[config.mk]
export PLATFORM = sky130hd
export DESIGN_NAME = core_top
export DESIGN_NICKNAME = d
export VERILOG_FILES = /design/src/rtl/isa_pkg.sv /design/src/rtl/pipe_pkg.sv /design/src/rtl/core_top.sv /design/src/rtl/pipe_control.sv /design/src/rtl/memory_stage.sv /design/src/rtl/execute_stage.sv /design/src/rtl/decode_stage.sv /design/src/rtl/reg_file.sv /design/src/rtl/fetch_stage.sv /design/src/rtl/stage_reg.sv
export SDC_FILE = /design/constraint.sdc
export NUM_CORES = 2
export LEC_CHECK = 0
export ABC_AREA = 1
export BUFFER_PORTS_ARGS = -buffer_cell sky130_fd_sc_hd__buf_2
export CAP_MARGIN = 40
export CORE_UTILIZATION = 35
export DETAILED_ROUTE_END_ITERATION = 16
export PLACE_DENSITY = 0.59
export SLEW_MARGIN = 5
export SYNTH_ARGS = -nofsm -noshare
export SYNTH_HDL_FRONTEND = slang
export SYNTH_SLANG_ARGS = --single-unit
[constraint.sdc]
create_clock -name clk -period 8.3 [get_ports clk]
set_input_delay 0.83 -clock clk [delete_from_list [all_inputs] [get_ports clk]]
set_output_delay 0.83 -clock clk [all_outputs]
set_load 0.02 [all_outputs]
[src/rtl/isa_pkg.sv]
// MIPS32 encodings for the integer subset run by the core.
// Decode and execute import it.
package isa_pkg;

    // Primary opcodes
    localparam logic [5:0] OP_SPECIAL = 6'h00;
    localparam logic [5:0] OP_ADDIU   = 6'h09;
    localparam logic [5:0] OP_SLTI    = 6'h0A;
    localparam logic [5:0] OP_ANDI    = 6'h0C;
    localparam logic [5:0] OP_ORI     = 6'h0D;
    localparam logic [5:0] OP_XORI    = 6'h0E;
    localparam logic [5:0] OP_LUI     = 6'h0F;
    localparam logic [5:0] OP_LW      = 6'h23;
    localparam logic [5:0] OP_SW      = 6'h2B;

    // Funct codes under SPECIAL
    localparam logic [5:0] FN_SLL  = 6'h00;
    localparam logic [5:0] FN_SRL  = 6'h02;
    localparam logic [5:0] FN_ADDU = 6'h21;
    localparam logic [5:0] FN_SUBU = 6'h23;
    localparam logic [5:0] FN_AND  = 6'h24;
    localparam logic [5:0] FN_OR   = 6'h25;
    localparam logic [5:0] FN_XOR  = 6'h26;
    localparam logic [5:0] FN_NOR  = 6'h27;
    localparam logic [5:0] FN_SLT  = 6'h2A;
    localparam logic [5:0] FN_SLTU = 6'h2B;

    // Field positions in the instruction word
    localparam int OP_LSB    = 26;
    localparam int RS_LSB    = 21;
    localparam int RT_LSB    = 16;
    localparam int RD_LSB    = 11;
    localparam int SHAMT_LSB = 6;
    localparam int FUNCT_LSB = 0;
    localparam int IMM_LSB   = 0;
    localparam int IMM_W     = 16;

    typedef enum logic [3:0] {
        ALU_ADD, ALU_SUB, ALU_AND, ALU_OR, ALU_XOR, ALU_NOR,
        ALU_SLT, ALU_SLTU, ALU_SLL, ALU_SRL, ALU_LUI
    } alu_op_t;

endpackage
[src/rtl/pipe_pkg.sv]
// Datapath widths, the payload carried between stages and the stall vector type.
// Ports name these types by scope. Module bodies import the package.
package pipe_pkg;

    localparam int XLEN    = 32;
    localparam int NSTAGES = 5;

    typedef logic [XLEN-1:0]   word_t;
    typedef logic [4:0]        reg_addr_t;
    typedef logic [XLEN/8-1:0] byte_en_t;

    // Index into the stall and bubble vectors
    typedef enum logic [2:0] {IF, ID, EX, MEM, WB} stage_e;

    typedef logic [NSTAGES-1:0] stage_vec_t;

    typedef struct packed {
        logic  valid;
        word_t pc;
        word_t inst;
    } if_id_t;

    typedef struct packed {
        logic              valid;
        word_t             pc;
        isa_pkg::alu_op_t  alu_op;
        word_t             opr1;
        word_t             opr2;
        word_t             store_data;
        logic              is_load;
        logic              is_store;
        logic              wen;
        reg_addr_t         rd;
    } id_ex_t;

    typedef struct packed {
        logic      valid;
        word_t     pc;
        word_t     result;
        word_t     store_data;
        logic      is_load;
        logic      is_store;
        logic      wen;
        reg_addr_t rd;
    } ex_mem_t;

    typedef struct packed {
        logic      valid;
        word_t     pc;
        logic      wen;
        reg_addr_t rd;
        word_t     wdata;
    } mem_wb_t;

endpackage

[src/rtl/core_top.sv]
// Five-stage MIPS32 integer core with instruction and data bus ports
// and a writeback debug port for trace comparison.
`timescale 1ns/1ns

module core_top #(
    parameter pipe_pkg::word_t RESET_PC = 32'hBFC0_0000
) (
    input  logic                 clk,
    input  logic                 arst_n_i,

    output logic                 ibus_en_o,
    output pipe_pkg::word_t      ibus_addr_o,
    input  pipe_pkg::word_t      ibus_rdata_i,
    input  logic                 ibus_streq_i,
    output logic                 ibus_stall_o,

    output logic                 dbus_en_o,
    output pipe_pkg::word_t      dbus_addr_o,
    output pipe_pkg::byte_en_t   dbus_wen_o,
    output pipe_pkg::word_t      dbus_wdata_o,
    input  pipe_pkg::word_t      dbus_rdata_i,
    input  logic                 dbus_streq_i,
    output logic                 dbus_stall_o,

    output pipe_pkg::word_t      debug_wb_pc_o,
    output pipe_pkg::byte_en_t   debug_wb_wen_o,
    output pipe_pkg::reg_addr_t  debug_wb_wraddr_o,
    output pipe_pkg::word_t      debug_wb_wrdata_o
);

    import pipe_pkg::*;

    // _d is a stage output, _q the register after it
    if_id_t     if_d;
    if_id_t     id_q;
    id_ex_t     id_d;
    id_ex_t     ex_q;
    ex_mem_t    ex_d;
    ex_mem_t    mem_q;
    mem_wb_t    mem_d;
    mem_wb_t    wb_q;
    stage_vec_t stall;
    stage_vec_t bubble;
    logic       hazard;

    assign ibus_stall_o = stall[IF];
    assign dbus_stall_o = stall[MEM];

    fetch_stage #(.RESET_PC(RESET_PC)) u_fetch (
        .clk          (clk         ),
        .arst_n_i     (arst_n_i    ),
        .stall_i      (stall[IF]   ),
        .ibus_en_o    (ibus_en_o   ),
        .ibus_addr_o  (ibus_addr_o ),
        .ibus_rdata_i (ibus_rdata_i),
        .ibus_streq_i (ibus_streq_i),
        .fetch_o      (if_d        )
    );

    stage_reg #(.payload_t(if_id_t)) u_if_id (
        .clk      (clk       ),
        .arst_n_i (arst_n_i  ),
        .stall_i  (stall[ID] ),
        .bubble_i (bubble[ID]),
        .d_i      (if_d      ),
        .q_o      (id_q      )
    );

    decode_stage u_decode (
        .clk       (clk     ),
        .arst_n_i  (arst_n_i),
        .if_id_i   (id_q    ),
        .ex_fwd_i  (ex_d    ),
        .mem_fwd_i (mem_d   ),
        .wb_i      (wb_q    ),
        .id_ex_o   (id_d    ),
        .hazard_o  (hazard  )
    );

    stage_reg #(.payload_t(id_ex_t)) u_id_ex (
        .clk      (clk       ),
        .arst_n_i (arst_n_i  ),
        .stall_i  (stall[EX] ),
        .bubble_i (bubble[EX]),
        .d_i      (id_d      ),
        .q_o      (ex_q      )
    );

    execute_stage u_execute (
        .id_ex_i  (ex_q),
        .ex_mem_o (ex_d)
    );

    stage_reg #(.payload_t(ex_mem_t)) u_ex_mem (
        .clk      (clk        ),
        .arst_n_i (arst_n_i   ),
        .stall_i  (stall[MEM] ),
        .bubble_i (bubble[MEM]),
        .d_i      (ex_d       ),
        .q_o      (mem_q      )
    );

    memory_stage u_memory (
        .ex_mem_i     (mem_q       ),
        .dbus_en_o    (dbus_en_o   ),
        .dbus_addr_o  (dbus_addr_o ),
        .dbus_wen_o   (dbus_wen_o  ),
        .dbus_wdata_o (dbus_wdata_o),
        .dbus_rdata_i (dbus_rdata_i),
        .mem_wb_o     (mem_d       )
    );

    stage_reg #(.payload_t(mem_wb_t)) u_mem_wb (
        .clk      (clk       ),
        .arst_n_i (arst_n_i  ),
        .stall_i  (stall[WB] ),
        .bubble_i (bubble[WB]),
        .d_i      (mem_d     ),
        .q_o      (wb_q      )
    );

    pipe_control u_control (
        .ibus_streq_i (ibus_streq_i),
        .dbus_streq_i (dbus_streq_i),
        .hazard_i     (hazard      ),
        .stall_o      (stall       ),
        .bubble_o     (bubble      )
    );

    assign debug_wb_pc_o     = wb_q.pc;
    assign debug_wb_wen_o    = {$bits(byte_en_t){wb_q.valid && wb_q.wen}};
    assign debug_wb_wraddr_o = wb_q.rd;
    assign debug_wb_wrdata_o = wb_q.wdata;

endmodule

[src/rtl/pipe_control.sv]
// Central stall unit. Data bus wait beats the load-use hazard,
// which beats an instruction bus wait.
`timescale 1ns/1ns

module pipe_control (
    input  logic                 ibus_streq_i,
    input  logic                 dbus_streq_i,
    input  logic                 hazard_i,
    output pipe_pkg::stage_vec_t stall_o,
    output pipe_pkg::stage_vec_t bubble_o
);

    import pipe_pkg::*;

    always_comb begin
        stall_o  = '0;
        bubble_o = '0;
        if (dbus_streq_i) begin
            stall_o[IF]  = 1'b1;
            stall_o[ID]  = 1'b1;
            stall_o[EX]  = 1'b1;
            stall_o[MEM] = 1'b1;
            bubble_o[WB] = 1'b1;
        end else if (hazard_i) begin
            stall_o[IF]  = 1'b1;
            stall_o[ID]  = 1'b1;
            bubble_o[EX] = 1'b1;
        end else if (ibus_streq_i) begin
            stall_o[IF]  = 1'b1;
            bubble_o[ID] = 1'b1;
        end
    end

endmodule

[src/rtl/memory_stage.sv]
// Data bus access for LW and SW, always a full word.
// Picks the writeback value: load data or the ALU result.
`timescale 1ns/1ns

module memory_stage (
    input  pipe_pkg::ex_mem_t  ex_mem_i,
    output logic               dbus_en_o,
    output pipe_pkg::word_t    dbus_addr_o,
    output pipe_pkg::byte_en_t dbus_wen_o,
    output pipe_pkg::word_t    dbus_wdata_o,
    input  pipe_pkg::word_t    dbus_rdata_i,
    output pipe_pkg::mem_wb_t  mem_wb_o
);

    logic store;

    assign store        = ex_mem_i.valid && ex_mem_i.is_store;
    assign dbus_en_o    = ex_mem_i.valid && (ex_mem_i.is_load || ex_mem_i.is_store);
    assign dbus_addr_o  = ex_mem_i.result;
    assign dbus_wen_o   = {$bits(dbus_wen_o){store}};
    assign dbus_wdata_o = ex_mem_i.store_data;

    always_comb begin
        mem_wb_o.valid = ex_mem_i.valid;
        mem_wb_o.pc    = ex_mem_i.pc;
        mem_wb_o.wen   = ex_mem_i.wen;
        mem_wb_o.rd    = ex_mem_i.rd;
        mem_wb_o.wdata = ex_mem_i.is_load ? dbus_rdata_i : ex_mem_i.result;
        // Word accesses only
        if (dbus_en_o) begin
            assert (dbus_addr_o[1:0] == 2'b00);
        end
    end

endmodule

[src/rtl/execute_stage.sv]
// ALU. Loads and stores use the add result as their data address.
`timescale 1ns/1ns

module execute_stage (
    input  pipe_pkg::id_ex_t  id_ex_i,
    output pipe_pkg::ex_mem_t ex_mem_o
);

    import isa_pkg::*;
    import pipe_pkg::*;

    word_t opr1;
    word_t opr2;
    word_t result;

    assign opr1 = id_ex_i.opr1;
    assign opr2 = id_ex_i.opr2;

    always_comb begin
        case (id_ex_i.alu_op)
            ALU_ADD:  result = opr1 + opr2;
            ALU_SUB:  result = opr1 - opr2;
            ALU_AND:  result = opr1 & opr2;
            ALU_OR:   result = opr1 | opr2;
            ALU_XOR:  result = opr1 ^ opr2;
            ALU_NOR:  result = ~(opr1 | opr2);
            ALU_SLT:  result = {{(XLEN-1){1'b0}}, $signed(opr1) < $signed(opr2)};
            ALU_SLTU: result = {{(XLEN-1){1'b0}}, opr1 < opr2};
            // Shift amount rides in opr1
            ALU_SLL:  result = opr2 << opr1[4:0];
            ALU_SRL:  result = opr2 >> opr1[4:0];
            ALU_LUI:  result = {opr2[15:0], 16'h0000};
            default:  result = '0;
        endcase
    end

    always_comb begin
        ex_mem_o.valid      = id_ex_i.valid;
        ex_mem_o.pc         = id_ex_i.pc;
        ex_mem_o.result     = result;
        ex_mem_o.store_data = id_ex_i.store_data;
        ex_mem_o.is_load    = id_ex_i.is_load;
        ex_mem_o.is_store   = id_ex_i.is_store;
        ex_mem_o.wen        = id_ex_i.wen;
        ex_mem_o.rd         = id_ex_i.rd;
        if (id_ex_i.valid) begin
            assert (!(id_ex_i.is_load && id_ex_i.is_store));
        end
    end

endmodule

[src/rtl/decode_stage.sv]
// Instruction decode with operand forwarding and the load-use check.
// The register file sits here and is written from the WB payload.
`timescale 1ns/1ns

module decode_stage (
    input  logic              clk,
    input  logic              arst_n_i,
    input  pipe_pkg::if_id_t  if_id_i,
    input  pipe_pkg::ex_mem_t ex_fwd_i,
    input  pipe_pkg::mem_wb_t mem_fwd_i,
    input  pipe_pkg::mem_wb_t wb_i,
    output pipe_pkg::id_ex_t  id_ex_o,
    output logic              hazard_o
);

    import isa_pkg::*;
    import pipe_pkg::*;

    logic [5:0]      opcode;
    logic [5:0]      funct;
    reg_addr_t       rs;
    reg_addr_t       rt;
    reg_addr_t       rd;
    reg_addr_t       dest;
    logic [4:0]      shamt;
    logic [IMM_W-1:0] imm;
    word_t           imm_ext;
    word_t           rf_rs;
    word_t           rf_rt;
    word_t           rs_val;
    word_t           rt_val;
    alu_op_t         alu_op;
    logic            known;
    logic            is_rtype;
    logic            is_shift;
    logic            sext_imm;
    logic            use_rs;
    logic            use_rt;

    // Youngest producer wins
    function automatic word_t forward(reg_addr_t addr, word_t rf_val);
        if (ex_fwd_i.valid && ex_fwd_i.wen && ex_fwd_i.rd == addr) begin
            return ex_fwd_i.result;
        end
        if (mem_fwd_i.valid && mem_fwd_i.wen && mem_fwd_i.rd == addr) begin
            return mem_fwd_i.wdata;
        end
        return rf_val;
    endfunction

    reg_file u_reg_file (
        .clk       (clk     ),
        .arst_n_i  (arst_n_i),
        .rs_addr_i (rs      ),
        .rt_addr_i (rt      ),
        .rs_data_o (rf_rs   ),
        .rt_data_o (rf_rt   ),
        .wb_i      (wb_i    )
    );

    assign opcode = if_id_i.inst[OP_LSB +: 6];
    assign funct  = if_id_i.inst[FUNCT_LSB +: 6];
    assign rs     = if_id_i.inst[RS_LSB +: 5];
    assign rt     = if_id_i.inst[RT_LSB +: 5];
    assign rd     = if_id_i.inst[RD_LSB +: 5];
    assign shamt  = if_id_i.inst[SHAMT_LSB +: 5];
    assign imm    = if_id_i.inst[IMM_LSB +: IMM_W];

    always_comb begin
        alu_op = ALU_ADD;
        known  = 1'b1;
        case (opcode)
            OP_SPECIAL: begin
                case (funct)
                    FN_SLL:  alu_op = ALU_SLL;
                    FN_SRL:  alu_op = ALU_SRL;
                    FN_ADDU: alu_op = ALU_ADD;
                    FN_SUBU: alu_op = ALU_SUB;
                    FN_AND:  alu_op = ALU_AND;
                    FN_OR:   alu_op = ALU_OR;
                    FN_XOR:  alu_op = ALU_XOR;
                    FN_NOR:  alu_op = ALU_NOR;
                    FN_SLT:  alu_op = ALU_SLT;
                    FN_SLTU: alu_op = ALU_SLTU;
                    default: known = 1'b0;
                endcase
            end
            OP_ADDIU, OP_LW, OP_SW: alu_op = ALU_ADD;
            OP_SLTI: alu_op = ALU_SLT;
            OP_ANDI: alu_op = ALU_AND;
            OP_ORI:  alu_op = ALU_OR;
            OP_XORI: alu_op = ALU_XOR;
            OP_LUI:  alu_op = ALU_LUI;
            default: known = 1'b0;
        endcase
    end

    assign is_rtype = (opcode == OP_SPECIAL);
    assign is_shift = is_rtype && (funct == FN_SLL || funct == FN_SRL);
    assign sext_imm = !(opcode inside {OP_ANDI, OP_ORI, OP_XORI, OP_LUI});
    assign imm_ext  = {{(XLEN-IMM_W){sext_imm && imm[IMM_W-1]}}, imm};
    assign dest     = is_rtype ? rd : rt;

    // Shifts take shamt in place of rs, LUI reads no register
    assign use_rs = known && !is_shift && (opcode != OP_LUI);
    assign use_rt = known && (is_rtype || opcode == OP_SW);

    always_comb begin
        rs_val = forward(rs, rf_rs);
        rt_val = forward(rt, rf_rt);
    end

    always_comb begin
        id_ex_o.valid      = if_id_i.valid;
        id_ex_o.pc         = if_id_i.pc;
        id_ex_o.alu_op     = alu_op;
        id_ex_o.opr1       = is_shift ? {{(XLEN-5){1'b0}}, shamt} : rs_val;
        id_ex_o.opr2       = is_rtype ? rt_val : imm_ext;
        id_ex_o.store_data = rt_val;
        id_ex_o.is_load    = known && (opcode == OP_LW);
        id_ex_o.is_store   = known && (opcode == OP_SW);
        id_ex_o.wen        = known && (opcode != OP_SW) && (dest != '0);
        id_ex_o.rd         = dest;
    end

    // A load in EX has no data yet, so a reader behind it must wait a cycle
    assign hazard_o = if_id_i.valid && ex_fwd_i.valid && ex_fwd_i.is_load && ex_fwd_i.wen
                      && ((use_rs && ex_fwd_i.rd == rs) || (use_rt && ex_fwd_i.rd == rt));

endmodule

[src/rtl/reg_file.sv]
// General purpose registers: two read ports, one write port from writeback.
// A read of the register being written returns the new value.
`timescale 1ns/1ns

module reg_file (
    input  logic               clk,
    input  logic               arst_n_i,
    input  pipe_pkg::reg_addr_t rs_addr_i,
    input  pipe_pkg::reg_addr_t rt_addr_i,
    output pipe_pkg::word_t     rs_data_o,
    output pipe_pkg::word_t     rt_data_o,
    input  pipe_pkg::mem_wb_t   wb_i
);

    import pipe_pkg::*;

    word_t regs [32];
    logic  wr_en;

    function automatic word_t read_port(reg_addr_t addr);
        if (addr == '0) begin
            return '0;
        end
        if (wr_en && addr == wb_i.rd) begin
            return wb_i.wdata;
        end
        return regs[addr];
    endfunction

    assign wr_en = wb_i.valid && wb_i.wen && (wb_i.rd != '0);

    always_ff @(posedge clk or negedge arst_n_i) begin
        if (!arst_n_i) begin
            for (int i = 0; i < 32; i++) begin
                regs[i] <= '0;
            end
        end else if (wr_en) begin
            regs[wb_i.rd] <= wb_i.wdata;
        end
    end

    always_comb begin
        rs_data_o = read_port(rs_addr_i);
        rt_data_o = read_port(rt_addr_i);
    end

endmodule

[src/rtl/fetch_stage.sv]
// Program counter and instruction bus request.
// The PC moves on only when a fetch completes and IF is not held.
`timescale 1ns/1ns

module fetch_stage #(
    parameter pipe_pkg::word_t RESET_PC = 32'hBFC0_0000
) (
    input  logic             clk,
    input  logic             arst_n_i,
    input  logic             stall_i,
    output logic             ibus_en_o,
    output pipe_pkg::word_t  ibus_addr_o,
    input  pipe_pkg::word_t  ibus_rdata_i,
    input  logic             ibus_streq_i,
    output pipe_pkg::if_id_t fetch_o
);

    import pipe_pkg::*;

    word_t pc;
    logic  fetch_on;
    logic  fetch_done;

    assign fetch_done = ibus_en_o && !ibus_streq_i;

    always_ff @(posedge clk or negedge arst_n_i) begin
        if (!arst_n_i) begin
            pc       <= RESET_PC;
            fetch_on <= 1'b0;
        end else begin
            fetch_on <= 1'b1;
            if (fetch_done && !stall_i) begin
                pc <= pc + word_t'(4);
            end
        end
    end

    assign ibus_en_o     = fetch_on;
    assign ibus_addr_o   = pc;
    assign fetch_o.valid = fetch_done;
    assign fetch_o.pc    = pc;
    assign fetch_o.inst  = ibus_rdata_i;

endmodule

[src/rtl/stage_reg.sv]
// Register between two pipeline stages, one instance per payload struct.
// Holds on stall. A bubble loads an all-zero payload, which leaves valid clear.
`timescale 1ns/1ns

module stage_reg #(
    parameter type payload_t = logic
) (
    input  logic     clk,
    input  logic     arst_n_i,
    input  logic     stall_i,
    input  logic     bubble_i,
    input  payload_t d_i,
    output payload_t q_o
);

    always_ff @(posedge clk or negedge arst_n_i) begin
        if (!arst_n_i) begin
            q_o <= '0;
        end else if (bubble_i) begin
            q_o <= '0;
        end else if (!stall_i) begin
            q_o <= d_i;
        end
    end

    // Control never asks one register to hold and to flush in the same cycle
    a_no_stall_and_bubble: assert property (
        @(posedge clk) disable iff (!arst_n_i) !(stall_i && bubble_i)
    );

endmodule

### After elaboration in Yosys (flattened, before gate mapping)

Index checks and enable logic that the tools add are counted.

| operators by class | value |
|---|---|
| $mul | 0 |
| shifts and indexed selects | 2 |
| mux-type cells | 59 |
| bitwise gates (word level) | 7 |
| reductions and logical operators | 48 |
| add/subtract/negate cells | 3 |
| $lt $le $gt $ge | 6 |
| equality and inequality tests | 37 |
| divide/modulo/power cells | 0 |

Operator list:

| kind | count |
|---|---|
| $bwmux 1024 | 1 |
| $mux 32 | 24 |
| $pmux 32 s11 | 1 |
| $bmux 32 s5 | 2 |
| $mux 141 | 2 |
| $demux 32 s5 | 1 |
| $mux 65 | 2 |
| $mux 71 | 1 |
| $lt 32x32->1 | 2 |
| $eq 6x6->1 const B | 10 |
| $eq 6x4->1 const B | 6 |
| $pmux 4 s9 | 1 |
| $add 32x3->32 const B | 1 |
| $add 32x32->32 | 1 |
| $and 32x32->32 | 1 |
| $not 32->32 | 1 |
| $or 32x32->32 | 1 |
| $shl 32x5->32 | 1 |
| $shr 32x5->32 | 1 |
| $sub 32x32->32 | 1 |
| $xor 32x32->32 | 1 |
| $eq 5x5->1 | 6 |
| $logic_and 1x1->1 | 30 |
| $pmux 4 s6 | 1 |
| other kinds (24) | 63 |

| storage, ports and cells | value |
|---|---|
| ROM bits | 0 |
| memories | 0 |
| register bits after elaboration | 1,439 |
| input bits | 68 |
| RAM bits | 0 |
| latch bits | 0 |
| logic and storage cells | 222 |

### Depth between registers and ports, before layout

| depth | value |
|---|---|
| depth in word-level cells | 13 |
| depth in mapped cells | 22 |
| gate-level depth less buffers | 20 |

### Modules after synthesis

From an unflattened synthesis, not the netlist that was laid out.

| second synthesis, totals | value |
|---|---|
| cell total of the unflattened synthesis | 13,862 |
| area total of the unflattened synthesis | 92,617.6 µm² |

Modules (own cells, without submodules):

| module | cells an instance | area each (µm²) | times used | sequential area each (µm²) |
|---|---|---|---|---|
| reg_file | 8,852 | 59,505.8 | 1 | 25,624.6 |
| execute_stage | 2,140 | 10,654.0 | 1 | 0.0 |
| stage_reg (u_id_ex) | 612 | 5,556.6 | 1 | 3,528.4 |
| stage_reg (u_ex_mem) | 456 | 4,184.0 | 1 | 2,627.5 |
| decode_stage | 712 | 3,717.3 | 1 | 0.0 |
| stage_reg (u_mem_wb) | 308 | 2,877.8 | 1 | 1,776.7 |
| stage_reg (u_if_id) | 283 | 2,565.0 | 1 | 1,626.6 |
| fetch_stage | 264 | 2,190.9 | 1 | 787.0 |
| memory_stage | 215 | 1,252.5 | 1 | 0.0 |
| pipe_control | 15 | 83.8 | 1 | 0.0 |
| core_top | 5 | 30.0 | 1 | 0.0 |

### Worst setup path after synthesis

Ideal clock, no wire load.

| timing path | value |
|---|---|
| path kind | register -> register |
| from | register u_id_ex.q_o[75] in the netlist's numbering |
| to | register u_id_ex.q_o[8] in the netlist's numbering |
| clock period less this slack | 2,769 ps |
| data arrival time | 2,637 ps |
| stages on the path, launching flop included | 20 |
| path buffers | 3 |
| required time | 8,168 ps |
| setup slack | 5,531 ps |
| setup time | 132 ps |
| cells stage by stage | dfrtp_1 > clkinv_1 > clkbuf_1 > clkbuf_1 > ha_1 > buf_2 > nor2_1 > nand2_1 > nand3_1 > nand3_1 > nand2_1 > nand2_1 > nand2_1 > nand2_1 > nand2_1 > nor2_1 > nor2_1 > nand3_1 > nand3_1 > o21ai_1 |

| on the way | value |
|---|---|
| longest elaborated chain between the ends | 8 |

RTL lines:

| what | RTL line | RTL |
|---|---|---|
| start: declaration | stage_reg.sv:13 | `output payload_t q_o` |
| start signal: assignment | stage_reg.sv:22 | `q_o <= d_i;` |
| $lt 32x32->1, or another cell as far along | execute_stage.sv:28 | `ALU_SLTU: result = {{(XLEN-1){1'b0}}, opr1 < opr2};` |
| $pmux 32 s11 (*) | execute_stage.sv:20 | `case (id_ex_i.alu_op)` |
| $mux 32 (*) | decode_stage.sv:42 | `if (ex_fwd_i.valid && ex_fwd_i.wen && ex_fwd_i.rd == addr) begin` |
| $mux 32 | decode_stage.sv:45 | `if (mem_fwd_i.valid && mem_fwd_i.wen && mem_fwd_i.rd == addr) begin` |
| $mux 32 | decode_stage.sv:48 | `return rf_val;` |
| $mux 32 (*) | decode_stage.sv:45 |  |
| $mux 141 (*) | stage_reg.sv:21 | `end else if (!stall_i) begin` |
| $mux 141 (*) | stage_reg.sv:19 | `end else if (bubble_i) begin` |

Every way passes the cells marked *; elsewhere a longest branch is shown, timed or not. The select of a mux whose other input is x is not followed.
A chain may end at the register's enable or synchronous reset.

### Final worst setup path

| timing path | value |
|---|---|
| from | register u_if_id.q_o[28] in the netlist's numbering |
| to | output port ibus_stall_o |

| on the way | value |
|---|---|
| longest elaborated chain between the ends | 10 |

RTL lines:

| what | RTL line | RTL |
|---|---|---|
| start: declaration | stage_reg.sv:13 |  |
| start signal: assignment | stage_reg.sv:22 |  |
| $eq 6x4->1, or another cell as far along | decode_stage.sv:72 | `case (opcode)` |
| $reduce_or 8->1 (no source line) or $logic_and 1x1->1 (tied branches) | n/a |  |
| $pmux 1 s2 or $logic_not 1->1 (tied branches) | decode_stage.sv:72, decode_stage.sv:105 |  |
| $logic_and 1x1->1 (2 in a row) | decode_stage.sv:105 | `assign use_rs = known && !is_shift && (opcode != OP_LUI);` |
| $logic_and 1x1->1 | decode_stage.sv:128 | `&& ((use_rs && ex_fwd_i.rd == rs) \|\| (use_rt && ex_fwd_i.rd == rt));` |
| $logic_or 1x1->1 (*) | decode_stage.sv:128 |  |
| $logic_and 1x1->1 (*) | decode_stage.sv:128 |  |
| $mux 1 (*) | pipe_control.sv:24 | `end else if (hazard_i) begin` |
| $mux 2 (*) | pipe_control.sv:18 | `if (dbus_streq_i) begin` |
| end: declaration | core_top.sv:15 | `output logic ibus_stall_o,` |

Every way passes the cells marked *; elsewhere a longest branch is shown, timed or not.

==> implementation parameters <==
Parameter                              Value

Drt
  Drt via density ... 5.600
  Total Wirelength ... 349000 um
  Residual DRC count ... 0
  Average wire length per cell after detail routing ... 23.66 um
  Number of search-and-repair iterations in the first detailed-routing pass ... 9
  Number of nets still failing antenna checks after routing ... 0
  1st-iter DRT viols ... 11360
  Via count ... 82590

Setup path
  Data arrival, critical path ... 4.73 ns
  Critical path cell sequence ... inv_2 -> nand2_1 -> inv_2 -> nand3_2 -> inv_2 -> o21ai_0 -> o211ai_2 -> nand3_4 -> nand2_8 -> inv_4 -> nand2_1 -> buf_2
  Critical path's top delay family ... buffers and inverters
  WP buf/inv ... 5
  Category of the critical setup timing path ... flop to primary output
  Cell with the most instances on the worst path ... inv_2
  Kind of start point of the critical path ... flop
  Max stage delay cell, worst path ... inv_2
  Required @ worst endpoint ... 7.47 ns
  Maximum fanout count along the critical path ... 91
  Critical Path Max Stage Delay ... 0.81 ns
  Type of destination of the critical path ... primary output

Power and ir drop
  Sequential cell fraction of total power ... 0.370
  Clk pwr share ... 0.344
  Cell-internal power ... 13.14 mW
  Worst IR drop on VDD ... 0.2298 mV
  Power spent charging and discharging nets ... 8.243 mW
  Power density normalized to cell area ... 228.9 mW/mm^2
  Total Power ... 21.38 mW
  Switching Share ... 0.3856
  Combinational fraction of design power ... 0.286
  Total leakage power ... 41.52 nW

Cells and area
  Ratio of cells with drive above 1 in the final layout ... 0.07352
  Final Util ... 0.3868
  Non-filler instance count after layout ... 14750
  Most common library cell in the layout ignoring fill and taps ... nand2_1
  Relative area change from synthesis to final layout ... 9.551%
  Post-Layout Inst Area ... 0.09339 mm^2
  Commonest cells after routing, fill and taps aside ... nand2_1 (3069), o21ai_0 (2078), dfrtp_1 (1407)
  Number of nets in the final layout ... 11600

Timing
  Setup repair after global routing missed its margin ... false
  Final critical delay including setup and external delays ... 5.557 ns
  Worst-Margin Slew ... 1.091 ns
  Final-report setup violation count ... 0
  Hold violation count in the final report ... 1
  Max Clk Rate ... 180.0 MHz
  Post-route setup slack ... 2.743 ns
  Final cycle utilization of the critical path ... 0.6695
  Total Negative Setup Slacks ... 0 ns
  Worst hold margin ... -0.004121 ns
  Setup Skew ... 0.04944 ns
  Relative slew margins ... 0.2729
  Max-slew violation count ... 0

Yosys
  Number of distinct library cell variants in the gate-level netlist after synthesis ... 59
  Average footprint of a synthesized cell ... 7.146 um^2
  Number of flops mapped to enable cells by yosys ... 0
  Number of standard cells after synthesis ... 11930
  Mapped Area ... 0.08525 mm^2
  Top-area cell type share of the netlist area ... 0.4168
  Main flop type after synthesis ... dfrtp_1
  Synth area leaders ... dfrtp_1 (42%), nand2_1 (14%), o21ai_0 (12%)
  Fraction of registers with async set or reset after synthesis ... 1.000
  Largest area contributor in the netlist ... dfrtp_1
  Yosys Warn Count ... 0
  Post-synthesis sequential area ratio ... 0.4196
  Flops & latches, synth ... 1429

Clock tree
  Clock latency of the later-clocked register in the worst-skew pair ... 0.86 ns
  Post-cts sizing count ... 0
  H-tree lvl count ... 4
  TritonCTS clock tree ... yes
  Clock tree sinks ... 1429
  Number of buffers inserted during clock tree synthesis ... 157
  Post-CTS Hold Buffers ... 0
  Post-CTS clock slew at the launch and capture registers of the worst setup and hold paths ... 0.06 ns
  Maximum number of buffers from clock root to sink ... 3
  CTS Root Cell ... clkbuf_16
  Post-CTS Setup Bufs ... 0

Global routing
  Total overflow reported by the global router ... 0
  Wire length of the first global-routing pass ... 511600 um
  Vias in the first global route ... 75330
  Combined global-route utilization of all metal layers ... 0.2787
  Antenna violations before repair ... 14
  Maximum number of pins on one net before global-route repair ... 195

Die
  Core ar. ... 0.2414 mm^2
  Die boundary height ... 495.5 um
  Overall die area ... 0.2455 mm^2
  Number of placement rows ... 180
  Number of I/O pins ... 245
  Starting density of the core ... 0.3531
  Horizontal die dimension ... 495.5 um

Place
  Final GP Congestion ... 1.031
  Hpwl dp ... 226300 um
  Placed Instances ... 14460
  Post-Place Setup Slack ... 3.693 ns
  Count of buffers from port buffering ... 240
  Placed standard-cell area ... 0.08805 mm^2

Run
  Max-capacitance violation count ... 0

Hold path
  Worst hold-check path type ... input port to asynchronous set/reset pin

Run status
  Run status ... finished, violations left
  Failing checks ... negative hold slack
## power groups by stage
| stage | clock [mW] | combinational [mW] | sequential [mW] |
|---|---|---|---|
| 2_1_floorplan | 0 | 3.83 | 7.73 |
| 5_1_grt | 7.69 | 6.58 | 7.92 |
| 3_5_place_dp | 0 | 5.92 | 8.01 |
| 4_1_cts | 7.42 | 5.94 | 7.88 |
| 3_3_place_gp | 0 | 5.71 | 8.00 |
| 6_report | 7.36 | 6.11 | 7.91 |
## layout make-up
class | instances | area (um^2)
flip-flops and latches | 1429 | 35810
repair buffers | 442 | 3807
multi-input cells | 8317 | 40340
clock inverters | 53 | 670.6
diodes | 4 | 10.01
clock buffers | 234 | 4659
fillers | 25470 | 148000
well taps | 3185 | 3985
inverters | 1086 | 4104
## synth_stat cells, types with 18 or more instances
| cell | n |
|---|---|
| o21ai_0 | 2078 |
| inv_1 | 1062 |
| buf_1 | 46 |
| dfrtp_1 | 1420 |
| nor3_1 | 67 |
| a21oi_1 | 551 |
| o22ai_2 | 27 |
| ha_1 | 97 |
| o221ai_1 | 34 |
| buf_2 | 315 |
| mux2i_1 | 52 |
| buf_4 | 165 |
| o21ai_1 | 64 |
| nor2_1 | 575 |
| xor2_1 | 38 |
| clkbuf_1 | 554 |
| o211ai_1 | 351 |
| buf_6 | 18 |
| nand4_1 | 107 |
| o22ai_1 | 149 |
| nand3_1 | 885 |
| nand2_2 | 27 |
| nand2_1 | 3080 |
## cells by family after synthesis
logic type                 count (synthesis)  share of synthesized area
AOI/OAI and AO/OA                       3301                     0.2117
xor gates and xnor gates                  46                   0.004726
adders and majority gates                 99                    0.01471
buffers and inverters                   2186                     0.1099
DFF                                     1429                     0.4196
muxes                                     52                   0.006106
other                                      2                 0.00008810
and+or+nand+nor                         4814                     0.2332
## sequential cells by signal (all words and copies together), names as in the netlist
register	cells
u_decode.u_reg_file.regs	1024
u_ex_mem.q_o	103
u_fetch.ibus_addr_o	30
u_fetch.ibus_en_o	1
u_id_ex.q_o	139
u_if_id.q_o	63
u_mem_wb.q_o	69
## routing by layer
| layer | global-route usage | vias up | share of wire |
|---|---|---|---|
| met5 | 0 | - | 0.00024 |
| met4 | 0.1353 | 14 | 0.052 |
| met3 | 0.07373 | 762 | 0.12 |
| met2 | 0.3972 | 4284 | 0.41 |
| met1 | 0.3878 | 39260 | 0.42 |
| li1 | - | 38280 | - |
## worst paths after layout
kind | to | cells after the start | slack [ns] | startpoint
max in group asynchronous | u_id_ex.q_o[73] | 3 | 6.21 | arst_n_i
hold / removal | u_decode.u_reg_file.regs[1019] | 1 | -0.004 | arst_n_i
setup / recovery | ibus_stall_o | 12 | 2.74 | u_if_id.q_o[28]
hold reg to reg | u_decode.u_reg_file.regs[1015] | 0 | 0.39 | u_decode.u_reg_file.regs[1015]
setup reg to reg | u_if_id.q_o[34] | 13 | 3.84 | u_if_id.q_o[28]
min in group clk | u_if_id.q_o[7] | 3 | 0.25 | ibus_rdata_i[7]
## worst reg2reg max path, stage by stage (launching register included)
cell,delay (ns)
dfrtp_1,0.40
inv_2,0.10
nand2_1,0.07
inv_2,0.06
nand3_2,0.52
inv_2,0.82
o21ai_0,0.29
o211ai_2,0.17
nand3_4,0.14
nand2_8,0.52
inv_4,0.42
nand2_1,0.21
buf_4,0.45
o22ai_1,0.16
(Power assumes the default switching activity.)
